File: src/design/bp_consts.svh
//****************************************
// sizes for the perceptron predictor
// history must be twice the index width
//****************************************
`ifndef BP_CONSTS_SVH
`define BP_CONSTS_SVH

`define BP_PC_WIDTH     32
`define BP_HASH_WIDTH   8
`define BP_H_WIDTH      16

// two's complement, range -4 to 3
`define BP_WEIGHT_WIDTH 3

`define BP_TAG_WIDTH    24
`define BP_SUM_WIDTH    8
`define BP_THRESHOLD    2

`endif
File: src/design/bp_table_pkg.sv
//****************************************
// table row and training types
//****************************************
`include "bp_consts.svh"

package bp_table_pkg;

    typedef logic signed [`BP_WEIGHT_WIDTH-1:0] weight_t;

    // element k pairs with history bit k
    typedef weight_t [`BP_H_WIDTH-1:0] weight_vec_t;

    typedef struct packed {
        weight_vec_t               weights;
        logic [`BP_TAG_WIDTH-1:0]  tag;
    } table_row_t;

    typedef enum logic {
        step_up,
        step_down
    } train_dir_e;

endpackage

File: src/design/bp_core_pkg.sv
//****************************************
// core facing request and response types
//****************************************
`include "bp_consts.svh"

package bp_core_pkg;

    typedef struct packed {
        logic                     valid;
        logic [`BP_PC_WIDTH-1:0]  pc;
    } pred_req_t;

    // weights and hist go back to the core for training
    typedef struct packed {
        logic                       valid;
        logic                       taken;
        logic                       hit;
        bp_table_pkg::weight_vec_t  weights;
        logic [`BP_H_WIDTH-1:0]     hist;
    } pred_rsp_t;

    // weights and hist as returned in pred_rsp_t
    typedef struct packed {
        logic                       valid;
        logic [`BP_PC_WIDTH-1:0]    pc;
        logic                       taken;
        bp_table_pkg::weight_vec_t  weights;
        logic [`BP_H_WIDTH-1:0]     hist;
    } upd_req_t;

endpackage

File: src/design/branch_history.sv
//****************************************
// non-speculative history, shifts on update
//****************************************
`timescale 1ns/1ps
`include "bp_consts.svh"

module branch_history (
    input  logic                        clk,
    input  logic                        rst_n,
    input  bp_core_pkg::pred_req_t      pred_req,
    input  bp_core_pkg::upd_req_t       upd_req,
    output logic                        rd_en,
    output logic [`BP_HASH_WIDTH-1:0]   rd_index,
    output logic [`BP_TAG_WIDTH-1:0]    rd_tag,
    output logic [`BP_H_WIDTH-1:0]      rd_hist,
    output logic [`BP_HASH_WIDTH-1:0]   upd_index
);
    logic [`BP_H_WIDTH-1:0] ghist;

    // word aligned pc bits folded with both history halves
    function automatic logic [`BP_HASH_WIDTH-1:0] hash_index(
        input logic [`BP_PC_WIDTH-1:0] pc,
        input logic [`BP_H_WIDTH-1:0]  hist
    );
        return pc[`BP_HASH_WIDTH+1:2]
            ^ hist[`BP_HASH_WIDTH-1:0]
            ^ hist[`BP_H_WIDTH-1:`BP_HASH_WIDTH];
    endfunction

    always_ff @(posedge clk) begin
        if (!rst_n) begin
            ghist <= '0;
        end else if (upd_req.valid) begin
            ghist <= {ghist[`BP_H_WIDTH-2:0], upd_req.taken};
        end
    end

    assign rd_en    = pred_req.valid;
    assign rd_index = hash_index(pred_req.pc, ghist);
    assign rd_tag   = pred_req.pc[`BP_PC_WIDTH-1 -: `BP_TAG_WIDTH];
    assign rd_hist  = ghist;

    // update path rehashes with the history the prediction used
    assign upd_index = hash_index(upd_req.pc, upd_req.hist);

endmodule

File: config.mk
export PLATFORM = sky130hd
export DESIGN_NAME = branch_history
export DESIGN_NICKNAME = d
export VERILOG_FILES = /design/src/design/bp_table_pkg.sv /design/src/design/bp_core_pkg.sv /design/src/design/branch_history.sv
export VERILOG_INCLUDE_DIRS = /design/src /design/src/design
export SDC_FILE = /design/constraint.sdc
export NUM_CORES = 1
export LEC_CHECK = 0
export ABC_AREA = 0
export BUFFER_PORTS_ARGS = -buffer_cell sky130_fd_sc_hd__buf_4
export CORE_AREA = 2 2 73 75
export CTS_CLUSTER_DIAMETER = 80
export DETAILED_ROUTE_END_ITERATION = 6
export DIE_AREA = 0 0 75 77
export GPL_TIMING_DRIVEN = 0
export MAX_ROUTING_LAYER = met4
export PLACE_DENSITY = 0.68
export SLEW_MARGIN = 0
export SYNTH_ARGS = -nofsm -noshare
export SYNTH_HDL_FRONTEND = slang
export SYNTH_SLANG_ARGS = --single-unit
File: constraint.sdc
create_clock -name clk -period 0.8 [get_ports clk]
set_input_delay 0.04 -clock clk [delete_from_list [all_inputs] [get_ports clk]]
set_output_delay 0.04 -clock clk [all_outputs]
set_load 0.005 [all_outputs]
; ---- Word-level counts from Yosys, hierarchy flattened
; Cells that the tools add are included.
[totals]
reg_bits = 16
out_inout_bits = 57
elab_cells = 5
in_bits = 133
[op_classes]
n_bitwise = 4
[ops]
columns = cell, n
row1 = 8-bit bitwise XOR, 4

; ---- Depth between registers and ports, before layout
[logic_depth]
word_depth = 2
mapped_depth = 4
mapped_depth_nobuf = 2

; ---- Worst setup path before layout
; OpenSTA, ideal clock, no wires.
[synth_path]
path_type = register to output
from = register ghist[8] (netlist: rd_hist[8])
to = output port rd_index[0]
path_buffers = 0
arrival_time_ps = 654
slack_ps = 106
t_required_ps = 760
stages_incl_launch_ff = 3
path_cell_list = dfxtp_1 xnor2_1 xnor2_1
[synth_between]
elab_chain_len = 1
[synth_lines]
columns = element, line
row1 = "start, declared", branch_history.sv:18  ; logic [`BP_H_WIDTH-1:0] ghist;
row2 = "start signal, assigned", branch_history.sv:34  ; ghist <= {ghist[`BP_H_WIDTH-2:0], upd_req.taken};
row3 = 8-bit bitwise XOR, branch_history.sv:25  ; return pc[`BP_HASH_WIDTH+1:2]
row4 = "end, declared", branch_history.sv:13  ; output logic [`BP_HASH_WIDTH-1:0] rd_index,
; No other way between the ends.

; ---- Worst setup path in the final report
[layout_path]
from = register ghist[6] (netlist: rd_hist[6])
to = output port rd_index[6]
[layout_between]
elab_chain_len = 2
[layout_lines]
columns = element, line
row1 = 8-bit bitwise XOR (2 in series), branch_history.sv:25
; No other way between the ends.

==> results.yml <==
setup_path:
  setup.worst_path.start: "rd_hist[6]"
  crit_required_ns: 0.76
  critPathArrivalTime_ns: 1.02
  cp-start-kind: "flop"
  crit_buf_inv: 1
  critPathSlowestCell: "dfxtp_4"
  cp.depth: 3
  cp-end-kind: "primary output"
  cp_top_family: "flip-flops"
  max_stage_delay_ns: 0.36
  r2r-end: "rd_hist[5]"
  worstPathMaxFanout: 2
  endpoint: "rd_index[6]"
  crit_type: "flop to primary output"
  regToRegStartpoint: "rd_hist[5]"
  reg2regPathDepth: 3
  rrSetupSlack_ns: 0.03
  crit_chain: "xnor2_2, xnor2_1, buf_4"
placed_design:
  portBuffers: 91
  pre_cts_ws_ns: -0.0853
  place.gp.congestion: 0.626
  dpl.cell_count: 269
  hpwl_um: 2300
timing:
  worst_slack_ns: -0.258
  fin_crit_ns: 1.06
  final-setup-viol-count: 15
  skew_ns: 0.00515
  maxSlewViolCount: 0
  hold_slack_ns: 0.0549
  tightest_slew_ns: 0.334
  hold_violations: 0
  fin_crit_sh_pct: 132
  max_slew_margin_pct: 77.7
  fmax_mhz: 945
  rsz0062_at_grt: "true"
pwr:
  peakVddDrop_mv: 0.603
  p_per_area_nw_per_um2: 1040
  power.leakage_nw: 1.00
detailed_routing:
  firstDrtPassIters: 3
  drt_first_iter_violations: 2
  postRouteAntennaNets: 0
  route.detailed.drc: 0
  avgRoutedWirePerCell_um: 10.3
  viasPerCell: 3.80
  drt-total-wl_um: 2870
  vias: 1065
finish:
  fillCellCount: 500
  multi_input_area_um2: 612
  drive_gt1_share_pct: 72.9
  seq_area_um2: 370
  diodes: 0
  largest_register_ffs: 16
  synthToLayoutAreaGrowth_pct: 98.5
  final_cells: 280
  final_nets: 344
yosys:
  yosysWarnings: 0
  synth_nets: 241
  synthesis.area_um2: 1080
  synth.distinct_cells: 8
  synth_top_cell_by_area: "dfxtp_1"
  yosysTopAreaCellShare_pct: 29.6
  synthTopCellsByArea: "dfxtp_1 30%, xnor2_1 26%, buf_4 17%, mux2i_1 15%, nor2b_1 9.2%"
  syn_avg_cell_area_um2: 10.0
  yosysSeqAreaShare_pct: 29.6
  ys_seq_elements: 16
  netlist_instances: 108
floorplanning:
  initial_core_util_pct: 21.8
  dieArea_um2: 5780
  core_um2: 4980
  rows: 26
  die_h_um: 77
  io_pins: 190
  die_width_um: 75
clocking:
  clk_path_buf_depth: 2
  clk_latency_ns: 0.25
  cts-htree-levels: 1
  cts_buffers: 3
  tritoncts: "built"
  clk_pin_slew_ns: 0.07
  clock-root-buffer: "clkbuf_8"
  cts_hold_buffers: 0
  cts.sinks: 16
grt:
  antenna_found_initial: 0
  grtUsageMet2_pct: 16.3
  grt_max_degree: 11
  grt_pass1_vias: 1008
  grtUsageMet1_pct: 11.7
  grt_pass1_wl_um: 4380
  met3_usage_pct: 2.37
  grt_usage_pct: 10.1
  grt_busiest_layer: "met2"
  gr-total-overflow: 0
status:
  outcome: "complete, but fails checks"
  violations: "setup timing"
run:
  cap_violations: 0
min_path:
  hold_class: "input pin to flop"
## where the power goes
group / total, mW / switching, mW / internal [mW]
clock network: 0.713 / 0.276 / 0.437
registers: 0.775 / 0.00859 / 0.767
logic: 0.746 / 0.220 / 0.525
## repair_timing
action / in CTS / in global routing
pin swaps: 13 / 5
resized for setup: 43 / 13
buffers inserted: 7 / 1
endpoints found under the setup margin: 24 / 25
## worst register-to-register path, cell delays in order, from the launching register on
cell and delay, ns:
dfxtp_4 0.36, buf_6 0.12, mux2i_1 0.12, nor2b_1 0.06
## kinds of logic (layout without fill, tap and decap cells)
group	count (synthesis)	after routing	synth area share [%]
xor+xnor	32	32	25.9
buf+inv	28	130	20.6
mux	16	16	14.8
flops	16	16	29.6
simple gates	16	16	9.24
## cell usage in the layout (no fill, tap or decap), types with 4 or more instances in the layout
cell type	count
buf_4	105
buf_6	19
clkbuf_8	4
dfxtp_2	4
dfxtp_4	12
mux2i_1	16
nor2b_1	16
xnor2_1	24
xnor2_2	7
## Yosys cell counts
| cell | number |
|---|---|
| clkbuf_1 | 1 |
| mux2i_1 | 16 |
| buf_12 | 1 |
| dfxtp_1 | 16 |
| nor2b_1 | 16 |
| xnor2_1 | 32 |
| buf_4 | 25 |
| buf_6 | 1 |
## how the worst min path moves through the flow
stage	from	to	slack [ns]	cells after the start
finish	upd_req[64]	rd_hist[0]	0.05	3
floorplan	upd_req[0]	upd_index[0]	0.14	1
global placement	pred_req[26]	rd_tag[18]	0.25	2
global route	rst_n	rd_hist[11]	0.07	2
CTS	upd_req[64]	rd_hist[0]	0.05	3
detailed placement	pred_req[28]	rd_tag[20]	0.25	2
## stage by stage
step	area (um^2)	power, mW	utilization (%)	setup TNS [ns]
after detailed placement	1850	1.55	37.3	-0.408
after CTS	2110	2.26	42.3	-2.65
after global placement	1850	1.54	37.3	-0.338
after floorplan	1080	1.15	-	0
final	2150	2.23	43.2	-2.40
after global routing	2150	2.36	43.2	-3.16
## layout make-up
class / instances / share of cell area [%]
Buffer: 28 / 10.4
Clock buffer: 4 / 2.56
Multi-Input combinational cell: 64 / 28.4
Sequential cell: 16 / 17.2
Tap cell: 70 / 4.07
Timing Repair Buffer: 98 / 37.3
## per-layer routing
layer,routed length (um),share of wire [%],up-vias
li1,-,-,520
met1,1070,37,467
met2,1400,49,74
met3,360,13,4
met4,36,1.3,0
met5,0,0,-
(Power assumes the default switching activity.)
